**src/include/audio_cfg.svh**
```systemverilog
`ifndef AUDIO_CFG_SVH
`define AUDIO_CFG_SVH

// all durations below are in clock cycles.
// values are kept small so a full effect runs quickly in simulation.

// jump chirp.
`define JUMP_CYCLES      120   // length of the whole chirp.
`define JUMP_START_HALF  12    // first half-period of the chirp.
`define JUMP_MIN_HALF    4     // chirp stops speeding up here.

// win and lose tunes.
`define NOTE_CYCLES      64    // length of one note.
`define NOTE_COUNT       4     // notes per tune.

// a tune lasts exactly its notes back to back.
`define MELODY_CYCLES    (`NOTE_CYCLES * `NOTE_COUNT)

// counter widths.
`define TIMER_WIDTH      9     // holds MELODY_CYCLES - 1.
`define HALF_WIDTH       5     // holds the largest half-period.

`endif

```
**src/audioPkg.sv**
```systemverilog
package audioPkg;

    // which effect the unit is playing right now.
    // none means the speaker output is held low.
    typedef enum logic [1:0] {
        none,       // silent.
        jumpSound,  // rising chirp.
        winSound,   // ascending four-note tune.
        loseSound   // descending four-note tune.
    } soundKind;

endpackage

```
**src/melodyRom.sv**
```systemverilog
`timescale 1ns/10ps

`include "audio_cfg.svh"

module melodyRom (
    input  logic                   loseTune,
    input  logic [1:0]             noteIndex,
    output logic [`HALF_WIDTH-1:0] halfPeriod
);

    // half-periods in cycles.
    // a smaller value is a higher note.
    always_comb begin
        case ({loseTune, noteIndex})
            // win tune climbs.
            3'b000:  halfPeriod = `HALF_WIDTH'(10);
            3'b001:  halfPeriod = `HALF_WIDTH'(8);
            3'b010:  halfPeriod = `HALF_WIDTH'(6);
            3'b011:  halfPeriod = `HALF_WIDTH'(5);
            // lose tune falls.
            3'b100:  halfPeriod = `HALF_WIDTH'(5);
            3'b101:  halfPeriod = `HALF_WIDTH'(7);
            3'b110:  halfPeriod = `HALF_WIDTH'(9);
            default: halfPeriod = `HALF_WIDTH'(12);
        endcase
    end

endmodule

```
**src/jumpSweep.sv**
```systemverilog
`timescale 1ns/10ps

`include "audio_cfg.svh"

module jumpSweep (
    input  logic clk,
    input  logic rstN,
    input  logic jumpEnable,
    input  logic restart,
    output logic jumpWave
);

    localparam int halfW = `HALF_WIDTH;

    localparam logic [halfW-1:0] startHalf = halfW'(`JUMP_START_HALF);
    localparam logic [halfW-1:0] minHalf   = halfW'(`JUMP_MIN_HALF);

    logic [halfW-1:0] halfPeriod;  // length of the current phase.
    logic [halfW-1:0] phaseCnt;    // cycles already spent in this phase.
    logic             wave;

    always_ff @(posedge clk) begin
        if (!rstN) begin
            halfPeriod <= startHalf;
            phaseCnt   <= '0;
            wave       <= 1'b0;
        end else if (restart) begin
            halfPeriod <= startHalf;
            phaseCnt   <= halfW'(1);   // restart cycle is the first low cycle.
            wave       <= 1'b0;
        end else if (jumpEnable) begin
            if (phaseCnt == halfPeriod - halfW'(1)) begin
                wave     <= ~wave;
                phaseCnt <= '0;
                // pitch rises until the floor is reached.
                if (halfPeriod > minHalf) begin
                    halfPeriod <= halfPeriod - halfW'(1);
                end
            end else begin
                phaseCnt <= phaseCnt + halfW'(1);
            end
        end else begin
            wave <= 1'b0;   // idle low until the next restart.
        end
    end

    // an override may arrive while the wave is high.
    assign jumpWave = wave & ~restart;

endmodule

```
**src/melodyPlayer.sv**
```systemverilog
`timescale 1ns/10ps

`include "audio_cfg.svh"

module melodyPlayer (
    input  logic               clk,
    input  logic               rstN,
    input  logic               melodyEnable,
    input  logic               restart,
    input  audioPkg::soundKind activeSound,
    output logic               melodyWave
);

    localparam int halfW = `HALF_WIDTH;
    localparam int noteW = $clog2(`NOTE_CYCLES);

    localparam logic [noteW-1:0] noteLast = noteW'(`NOTE_CYCLES - 1);

    logic             loseTune;
    logic [1:0]       noteIdx;
    logic [noteW-1:0] noteCnt;     // cycles already spent in this note.
    logic [halfW-1:0] halfPeriod;  // from the tune table.
    logic [halfW-1:0] halfCnt;
    logic             wave;

    assign loseTune = (activeSound == audioPkg::loseSound);

    melodyRom i_melodyRom (
        .loseTune   (loseTune),
        .noteIndex  (noteIdx),
        .halfPeriod (halfPeriod)
    );

    always_ff @(posedge clk) begin
        if (!rstN) begin
            noteIdx <= '0;
            noteCnt <= '0;
            halfCnt <= '0;
            wave    <= 1'b0;
        end else if (restart) begin
            noteIdx <= '0;
            noteCnt <= noteW'(1);    // restart cycle opens the first note.
            halfCnt <= halfW'(1);
            wave    <= 1'b0;
        end else if (melodyEnable) begin
            if (noteCnt == noteLast) begin
                // next note starts with a fresh low phase.
                noteCnt <= '0;
                halfCnt <= '0;
                wave    <= 1'b0;
                noteIdx <= noteIdx + 2'd1;   // wraps after the last note.
            end else begin
                noteCnt <= noteCnt + noteW'(1);
                if (halfCnt == halfPeriod - halfW'(1)) begin
                    wave    <= ~wave;
                    halfCnt <= '0;
                end else begin
                    halfCnt <= halfCnt + halfW'(1);
                end
            end
        end else begin
            wave <= 1'b0;   // idle low.
        end
    end

    // keep the restart cycle low even when a tune is overridden mid-phase.
    assign melodyWave = wave & ~restart;

endmodule

```
**src/soundSequencer.sv**
```systemverilog
`timescale 1ns/10ps

`include "audio_cfg.svh"

module soundSequencer (
    input  logic                 clk,
    input  logic                 rstN,
    input  logic                 jumpForward,
    input  logic                 jumpBackward,
    input  logic                 jumpRight,
    input  logic                 jumpLeft,
    input  logic                 winIn,
    input  logic                 loseIn,
    input  logic                 jumpWave,
    input  logic                 melodyWave,
    output audioPkg::soundKind   activeSound,
    output logic                 jumpEnable,
    output logic                 melodyEnable,
    output logic                 restart,
    output logic                 sound
);

    localparam int timerW = `TIMER_WIDTH;

    localparam logic [timerW-1:0] jumpLoad   = timerW'(`JUMP_CYCLES - 1);
    localparam logic [timerW-1:0] melodyLoad = timerW'(`MELODY_CYCLES - 1);

    logic              anyJump;
    logic              jumpPrev;
    logic              winPrev;
    logic              losePrev;
    logic              jumpEdge;
    logic              winEdge;
    logic              loseEdge;
    logic              trigger;
    logic [timerW-1:0] timer;     // cycles left after the current one.

    assign anyJump = jumpForward | jumpBackward | jumpRight | jumpLeft;

    // rising edges only, so a held button plays once.
    assign jumpEdge = anyJump & ~jumpPrev;
    assign winEdge  = winIn & ~winPrev;
    assign loseEdge = loseIn & ~losePrev;
    assign trigger  = jumpEdge | winEdge | loseEdge;

    always_ff @(posedge clk) begin
        if (!rstN) begin
            jumpPrev <= 1'b0;     // a level high out of reset counts as an edge.
            winPrev  <= 1'b0;
            losePrev <= 1'b0;
        end else begin
            jumpPrev <= anyJump;
            winPrev  <= winIn;
            losePrev <= loseIn;
        end
    end

    // the newest accepted trigger always takes over the speaker.
    always_ff @(posedge clk) begin
        if (!rstN) begin
            activeSound <= audioPkg::none;
            timer       <= '0;
            restart     <= 1'b0;
        end else begin
            restart <= trigger;   // first active cycle of a new effect.
            if (jumpEdge) begin
                activeSound <= audioPkg::jumpSound;
                timer       <= jumpLoad;
            end else if (winEdge) begin
                activeSound <= audioPkg::winSound;
                timer       <= melodyLoad;
            end else if (loseEdge) begin
                activeSound <= audioPkg::loseSound;
                timer       <= melodyLoad;
            end else if (activeSound != audioPkg::none) begin
                if (timer == '0) begin
                    activeSound <= audioPkg::none;  // effect is over.
                end else begin
                    timer <= timer - timerW'(1);
                end
            end
        end
    end

    // enables and output routing follow the latched kind.
    always_comb begin
        jumpEnable   = 1'b0;
        melodyEnable = 1'b0;
        sound        = 1'b0;
        case (activeSound)
            audioPkg::jumpSound: begin
                jumpEnable = 1'b1;
                sound      = jumpWave;
            end
            audioPkg::winSound,
            audioPkg::loseSound: begin
                melodyEnable = 1'b1;   // tune choice is made by the player.
                sound        = melodyWave;
            end
            default: begin
                sound = 1'b0;          // silent.
            end
        endcase
    end

endmodule

```
**src/soundEffects.sv**
```systemverilog
`timescale 1ns/10ps

module soundEffects (
    input  logic clk,
    input  logic rstN,
    input  logic jumpForward,
    input  logic jumpBackward,
    input  logic jumpRight,
    input  logic jumpLeft,
    input  logic winIn,
    input  logic loseIn,
    output logic sound
);

    audioPkg::soundKind activeSound;
    logic               jumpEnable;
    logic               melodyEnable;
    logic               restart;
    logic               jumpWave;
    logic               melodyWave;

    // triggers, timing and output select.
    soundSequencer i_soundSequencer (
        .clk          (clk),
        .rstN         (rstN),
        .jumpForward  (jumpForward),
        .jumpBackward (jumpBackward),
        .jumpRight    (jumpRight),
        .jumpLeft     (jumpLeft),
        .winIn        (winIn),
        .loseIn       (loseIn),
        .jumpWave     (jumpWave),
        .melodyWave   (melodyWave),
        .activeSound  (activeSound),
        .jumpEnable   (jumpEnable),
        .melodyEnable (melodyEnable),
        .restart      (restart),
        .sound        (sound)
    );

    jumpSweep i_jumpSweep (
        .clk        (clk),
        .rstN       (rstN),
        .jumpEnable (jumpEnable),
        .restart    (restart),
        .jumpWave   (jumpWave)
    );

    // shared by the win and lose tunes.
    melodyPlayer i_melodyPlayer (
        .clk          (clk),
        .rstN         (rstN),
        .melodyEnable (melodyEnable),
        .restart      (restart),
        .activeSound  (activeSound),
        .melodyWave   (melodyWave)
    );

endmodule

```
**config.mk**
```make
export PLATFORM = sky130hd
export DESIGN_NAME = soundEffects
export DESIGN_NICKNAME = d
export VERILOG_FILES = /design/src/audioPkg.sv /design/src/melodyRom.sv /design/src/jumpSweep.sv /design/src/melodyPlayer.sv /design/src/soundSequencer.sv /design/src/soundEffects.sv
export VERILOG_INCLUDE_DIRS = /design/src /design/src/include
export SDC_FILE = /design/constraint.sdc
export NUM_CORES = 1
export LEC_CHECK = 0
export ABC_AREA = 1
export BUFFER_PORTS_ARGS = -buffer_cell sky130_fd_sc_hd__buf_2
export CORE_UTILIZATION = 61
export CTS_BUF_LIST = sky130_fd_sc_hd__clkbuf_8 sky130_fd_sc_hd__clkbuf_16
export DETAILED_ROUTE_END_ITERATION = 16
export HOLD_SLACK_MARGIN = 0.06
export PLACE_DENSITY = 0.85
export REMOVE_ABC_BUFFERS = 1
export SETUP_SLACK_MARGIN = 0.15
export SLEW_MARGIN = 20
export SYNTH_ARGS = -nofsm -noshare
export SYNTH_HDL_FRONTEND = slang
export SYNTH_SLANG_ARGS = --single-unit
export TNS_END_PERCENT = 50
```
**constraint.sdc**
```tcl
create_clock -name clk -period 2.5 [get_ports clk]
set_input_delay 0.25 -clock clk [delete_from_list [all_inputs] [get_ports clk]]
set_output_delay 0.25 -clock clk [all_outputs]
set_load 0.01 [all_outputs]
```
==> metrics.cfg, run 1 <==
[die]
fp.dieW_um = 63.6
dieArea_sq_mm = 0.00405
floorplan.initialDensity_pct = 63.3
num_rows = 22
pin_count = 9
coreArea_sq_mm = 0.00366
die_y_um = 63.6

[clocking]
cts_tree = yes
cts.htree.levels = 2
cts_max_path_buffers = 2
ctsRootBufferMaster = clkbuf_8
clk_transition_reported_paths_ns = 0.08
numCtsBuffers = 5
clock_latency_ns = 0.28
cts_num_sinks = 40

[sta]
finalCritPeriodShare_pct = 86.4
drv_slew = 0
worst_slack_ns = 0.339
slew-limit-headroom_pct = 63.3
period_minus_slack_ns = 2.16
worst_slew_pin_slew_ns = 0.536
skew_ns = 0.00710
max_freq_mhz = 463
setup_tns_ns = 0
rsz0062_at_grt = false
finalSetupViolations = 0
hold_slack_ns = 0.154
hold_violations = 0

[synthesis]
yosysSeqAreaShare_pct = 34.6
syn_area_sq_mm = 0.00232
yosysUniqueCellTypes = 35
synth_edf_count = 0
synth_cells = 338
ys_ff_latch = 40
async_flop_share_pct = 0
ys_warn_count = 0
avgSynthCellArea_sq_um = 6.86
synth_ff_type = dfxtp_1

[worst_setup_path]
worstSetupStartpointType = register
critical_path.max_fanout = 6
r2r-end = i_melodyPlayer.wave
r2r-start = i_melodyPlayer.noteIdx[1]
rr_worst_depth = 15
ff2ff_setup_slack_ns = 0.34
cp-end-kind = register
worstPathRequired_ns = 2.73
worstSetupPathType = register to register
worstPathArrival_ns = 2.39

[global_routing]
grt_overflow = 0
grt_max_degree = 13
antenna_found_initial = 0
track_usage_pct = 24.7
grt_pass1_vias = 1894
grt_pass1_wl_mm = 7.87

[drt]
drt_iter0_drc = 116
route.detailed.drc = 0
vias = 2127
wl_per_cell_um = 11.5
viasPerCell = 5.29
ant_nets = 0
routed_wl_mm = 4.64
dr.pass1.iters = 4

[final_layout]
drive_above_1_share_pct = 10.2
multi_input_area_sq_mm = 0.00128
fillCellCount = 300
final_area_sq_mm = 0.00254
regArea_sq_um = 803
nets = 372
area_growth_pct = 9.72
antenna-diode-count = 0

[place]
preCtsSetupSlack_ns = 0.248
gp_congestion = 0.835
io_buffers = 8
hpwl_mm = 3.44
placed_area_sq_mm = 0.00242

[power]
leakagePower_nw = 1.18
peakVddDrop_mv = 0.386
powerDensity_mw_per_mm2 = 532
total_power_mw = 1.35

[worst_hold_path]
min-delay-start = winIn
worst_hold_path.endpoint = i_soundSequencer.winPrev
min_path_type = input pin to register
hold_path_depth = 3

[run]
maxCapViolCount = 0

[run_status]
status = finished clean

## critical path, cell delays in order (launching register included)
cell	delay, ns
dfxtp_2	0.33
inv_1	0.10
ha_2	0.20
inv_1	0.05
nand3_1	0.06
nand2_1	0.07
nand2_1	0.08
inv_1	0.04
ha_1	0.30
a21oi_1	0.15
o21a_1	0.13
nand3_1	0.11
nor2_4	0.13
nand3_4	0.11
nor2b_4	0.14
nor2_2	0.09
## registers in the layout (all words and copies together) (netlist names)
register and flops:
i_jumpSweep.phaseCnt 5, i_jumpSweep.halfPeriod 5, i_soundSequencer.activeSound 2, i_soundSequencer.restart 1, i_jumpSweep.wave 1, i_melodyPlayer.noteCnt 6
i_soundSequencer.jumpPrev 1, i_melodyPlayer.halfCnt 5, i_melodyPlayer.noteIdx 2, i_melodyPlayer.wave 1, i_soundSequencer.timer 9, i_soundSequencer.winPrev 1
i_soundSequencer.losePrev 1
## synth_stat cells, types with 2 or more instances
cell type	number	share of area, %
nand2_1	68	11
inv_1	60	9.7
dfxtp_1	40	35
nor2_1	28	4.5
a21oi_1	27	5.8
nand3_1	24	5.2
o21ai_0	18	3.9
ha_1	11	5.9
nand4_1	11	3.0
nor3_1	6	1.3
xor2_1	5	1.9
a31oi_1	4	1.1
nor2_4	4	1.9
o21ai_1	4	0.86
a211oi_1	3	0.97
nand2_2	3	0.81
a2111oi_0	2	0.76
nand3b_1	2	0.65
xnor2_1	2	0.76
## through the flow
stage | std cells | utilization, %
global placement | 394 | 66.2
CTS | 402 | 69.1
floorplan | 335 | -
global route | 402 | 69.4
finish | 402 | 69.4
detailed placement | 394 | 66.2
## logic make-up after synthesis
group	Yosys count	synth area share, %
XOR/XNOR	7	2.65
adder cells (fa/ha/maj)	11	5.94
flip-flops	40	34.6
AO/OA/AOI/OAI	62	14.7
AND/OR/NAND/NOR	154	31.6
buffers and inverters	64	10.6
## placed cells by master (no fill, tap or decap), drive strengths merged
cell	count
nor3b	1
bufinv	1
nand3	26
nand4	11
nor3	6
a2111oi	2
nand3b	2
a21o	1
xnor2	2
xor2	5
buf	11
dfxtp	40
ha	11
nand2	71
a31oi	4
inv	61
o31ai	1
a211oi	3
nor2b	1
clkinv	2
o21a	1
o21ai	22
clkbuf	5
o211ai	1
or2	3
nor2	33
a21oi	27
## what timing repair did
item                       CTS  global route
buffers inserted             0             0
hold buffers                 0             0
setup endpoints to repair    0             6
gates resized for setup      0             6
## metal layers
| metal | vias to the layer above | global-route usage, % | wire [um] |
|---|---|---|---|
| li1 | 1126 | - | - |
| met1 | 951 | 30.2 | 2130 |
| met2 | 48 | 41.1 | 2280 |
| met3 | 2 | 5.98 | 201 |
| met4 | 0 | 9.66 | 31 |
| met5 | - | 0 | 0 |
## power by group
group	total (mW)	leakage (nW)	internal (mW)	switching [mW]
sequential	0.685	0.329	0.661	0.0244
combinational	0.165	0.793	0.0586	0.106
clock	0.504	0.0593	0.292	0.212
## area by class of cell
cell class                      count  area share, %
Timing Repair Buffer               11           2.46
Sequential cell                    40           31.6
Tap cell                           48           2.36
Clock inverter                      3           1.53
Multi-Input combinational cell    234           50.3
Inverter                           61           9.01
Clock buffer                        5           2.71
## worst max path at each step
stage                                               start                         to  slack, ns
after floorplan           i_soundSequencer.activeSound[1]        i_melodyPlayer.wave       0.37
after global placement          i_melodyPlayer.noteIdx[0]        i_melodyPlayer.wave       0.36
after detailed placement        i_melodyPlayer.noteIdx[0]        i_melodyPlayer.wave       0.25
after CTS                       i_melodyPlayer.noteIdx[0]        i_melodyPlayer.wave       0.24
after global routing            i_melodyPlayer.noteIdx[1]  i_melodyPlayer.halfCnt[3]       0.16
final                           i_melodyPlayer.noteIdx[1]        i_melodyPlayer.wave       0.34
Note: power is estimated with default switching activity, not from simulation.
==> run 2: changes to the inputs <==
Settings changed: ABC_AREA 1 to not set.
==> metrics.cfg, run 2 <==
[run_status]
status = complete, but fails checks  ; was finished clean
violations = setup timing

[place]
io_buffers = 8  ; unchanged
dp_cells = 320  ; was 394
preCtsSetupSlack_ns = -0.130  ; was 0.248 ns
hpwl_mm = 3.40  ; was 3.44 mm
gp_congestion = 0.826  ; was 0.835
placed_area_sq_mm = 0.00235  ; was 0.00242 sq mm

[drt]
routed_wl_mm = 5.01  ; was 4.64 mm
drt_iter0_drc = 112  ; was 116
drt-met1-wl_mm = 2.23  ; was 2.13 mm
wl_per_cell_um = 15.0  ; was 11.5 um
wl_met2_mm = 2.57  ; was 2.28 mm
route.detailed.drc = 0  ; unchanged
viasPerCell = 5.88  ; was 5.29
vias = 1965  ; was 2127
dr.pass1.iters = 4  ; unchanged
wl_met3_um = 160  ; was 201 um
ant_nets = 0  ; unchanged
route.top_layer_used = met4  ; unchanged

[synthesis]
netlist_top_cells_count = dfxtp_1, nand2_1, nor2_1  ; was nand2_1, inv_1, dfxtp_1
yosysUniqueCellTypes = 48  ; was 35
synth_most_common_cell = dfxtp_1  ; was nand2_1
synth_largest_area_cell = dfxtp_1  ; unchanged
synth_cells = 259  ; was 338
synth_edf_count = 0  ; unchanged
ys_ff_latch = 40  ; unchanged
synthTopCellsByArea = dfxtp_1, xnor2_1, ha_1  ; was dfxtp_1, nand2_1, inv_1
ys_warn_count = 0  ; unchanged
yosysTopAreaCellShare_pct = 36.6  ; was 34.6%
syn_area_sq_mm = 0.00219  ; was 0.00232 sq mm
async_flop_share_pct = 0  ; unchanged
avgSynthCellArea_sq_um = 8.44  ; was 6.86 sq um
yosysSeqAreaShare_pct = 36.6  ; was 34.6%
synth_ff_type = dfxtp_1  ; unchanged

[sta]
skew_ns = 0.00567  ; was 0.00710 ns
worst_slack_ns = -0.0348  ; was 0.339 ns
period_minus_slack_ns = 2.53  ; was 2.16 ns
finalCritPeriodShare_pct = 101  ; was 86.4%
hold_violations = 0  ; unchanged
slew-limit-headroom_pct = 59.8  ; was 63.3%
max_freq_mhz = 395  ; was 463 MHz
finalSetupViolations = 1  ; was 0
worst_slew_pin_slew_ns = 0.600  ; was 0.536 ns
setup_tns_ns = -0.0348  ; was 0 ns
hold_slack_ns = 0.166  ; was 0.154 ns
drv_slew = 0  ; unchanged
rsz0062_at_grt = true  ; was false

[worst_setup_path]
slowest_stage = or4_1  ; was dfxtp_2
crit_end = i_melodyPlayer.wave  ; unchanged
worstSetupPathType = register to register  ; unchanged
path_cells = buf_6 > ha_4 > o311a_1 > a21oi_2 > ha_1 > xnor2_1 > nor2_1 > o2111ai_2 > or4_1 > a21boi_1  ; was inv_1 > ha_2 > inv_1 > nand3_1 > nand2_1 > nand2_1 > inv_1 > ha_1 > a21oi_1 > o21a_1 > nand3_1 > nor2_4 > nand3_4 > nor2b_4 > nor2_2
rr_worst_depth = 10  ; was 15
critPathMaxStageDelay_ns = 0.54  ; was 0.33 ns
crit_family = compound AO/OA/AOI/OAI gates  ; was simple AND/OR/NAND/NOR gates
cp-end-kind = register  ; unchanged
ff2ff_setup_slack_ns = -0.03  ; was 0.34 ns
path_buf_inv = 1  ; was 3
startpoint = i_melodyPlayer.noteIdx[1]  ; unchanged
r2r-start = i_melodyPlayer.noteIdx[1]  ; unchanged
worstPathArrival_ns = 2.77  ; was 2.39 ns
worstPathRequired_ns = 2.73  ; about the same
path_depth = 10  ; was 15
worstSetupStartpointType = register  ; unchanged
critical_path.max_fanout = 5  ; was 6
r2r-end = i_melodyPlayer.wave  ; unchanged

[clocking]
ctsRootBufferMaster = clkbuf_8  ; unchanged
cts_tree = yes  ; unchanged
cts_max_path_buffers = 2  ; unchanged
cts_num_sinks = 40  ; unchanged
numCtsBuffers = 5  ; unchanged
cts.htree.levels = 2  ; unchanged
clock_latency_ns = 0.30  ; was 0.28 ns
cts_hold_buf = 0  ; unchanged
clk_transition_reported_paths_ns = 0.08  ; about the same

[global_routing]
antenna_found_initial = 0  ; unchanged
grt_overflow = 0  ; unchanged
grt_pass1_wl_mm = 8.02  ; was 7.87 mm
track_usage_pct = 28.5  ; was 24.7%
grt_pass1_vias = 1849  ; was 1894
grt_max_degree = 13  ; unchanged

[final_layout]
nets = 306  ; was 372
drive_above_1_share_pct = 18.8  ; was 10.2%
final_area_sq_mm = 0.00253  ; was 0.00254 sq mm
final_util_pct = 74.7  ; was 69.4%
largest_reg_flops = 9  ; unchanged
fillCellCount = 237  ; was 300
area_growth_pct = 15.8  ; was 9.72%
final_cell_mix = dfxtp_1, nand2_1, nor2_1  ; was nand2_1, inv_1, dfxtp_1
instances_no_fill = 334  ; was 402
antenna-diode-count = 0  ; unchanged
reg.largest.list = i_soundSequencer.timer x9, i_melodyPlayer.noteCnt x6  ; unchanged
layout_commonest_cell = dfxtp_1  ; was nand2_1
regMostFlops = i_soundSequencer.timer  ; unchanged
regArea_sq_um = 806  ; was 803 sq um
multi_input_area_sq_mm = 0.00134  ; was 0.00128 sq mm

[die]
num_rows = 21  ; was 22
floorplan.initialDensity_pct = 64.5  ; was 63.3%
coreArea_sq_mm = 0.00339  ; was 0.00366 sq mm
pin_count = 9  ; unchanged
die_y_um = 61.9  ; was 63.6 um
dieArea_sq_mm = 0.00383  ; was 0.00405 sq mm
fp.dieW_um = 61.9  ; was 63.6 um

[power]
powerDensity_mw_per_mm2 = 510  ; was 532 mW/mm^2
leakagePower_nw = 0.975  ; was 1.18 nW
peakVddDrop_mv = 0.368  ; was 0.386 mV
total_power_mw = 1.29  ; was 1.35 mW

[run]
maxCapViolCount = 0  ; unchanged

[worst_hold_path]
min_path_type = input pin to register  ; unchanged

run 2: cell count changes in the layout (fill, tap and decap cells not counted), moves of 6 or more:
cell     before  now
o21ai_0      18    7
nand3_1      24    8
nand2_1      68   26
nand4_1      11    5
inv_1        60   12
buf_4         3   18
a21oi_1      27   17
xnor2_1       2   16
run 2: how the worst min path moves through the flow:
stage / start / endpoint / slack [ns] / depth (start not counted)
floorplan: rstN / i_melodyPlayer.noteCnt[0] / 0.37 / 1
global placement: i_jumpSweep.halfPeriod[4] / i_jumpSweep.halfPeriod[4] / 0.46 / 2
detailed placement: i_jumpSweep.halfPeriod[4] / i_jumpSweep.halfPeriod[4] / 0.46 / 2
CTS: winIn / i_soundSequencer.winPrev / 0.17 / 2
global route: winIn / i_soundSequencer.winPrev / 0.18 / 2
finish: winIn / i_soundSequencer.winPrev / 0.17 / 2
run 2: layer usage:
metal / vias up / global-route usage (%)
li1: 977 / -
met1: 938 / 34.1
met2: 41 / 49.2
met3: 9 / 8.90
met4: 0 / 8.57
met5: - / 0
run 2: kinds of logic (layout without fill, tap and decap cells):
logic type,after synthesis,after routing,share of synthesized area [%]
and+or+nand+nor,106,106,24.7
AOI/OAI and AO/OA,55,55,17.3
DFF,40,40,36.6
xor gates and xnor gates,25,25,10.0
buffers and inverters,19,48,3.60
adders and majority gates,11,11,6.29
muxes,3,3,1.43
run 2: report_power, final:
group / switching, mW / total, mW / internal [mW]
sequential: 0.0247 / 0.683 / 0.659
combinational: 0.0924 / 0.163 / 0.0711
clock: 0.225 / 0.445 / 0.220
run 2: area by class of cell:
class                   count  share of cell area (%)
clock inverters             2                   0.395
clock buffers               6                    3.26
well taps                  46                    2.27
flip-flops and latches     40                    31.8
repair buffers             27                    7.36
inverters                  13                    1.93
multi-input cells         200                    53.0
run 2: timing repair:
item	in CTS	in global routing
pin swaps	7	5
setup endpoints to repair	6	6
gates resized for setup	9	5
buffers inserted	6	0
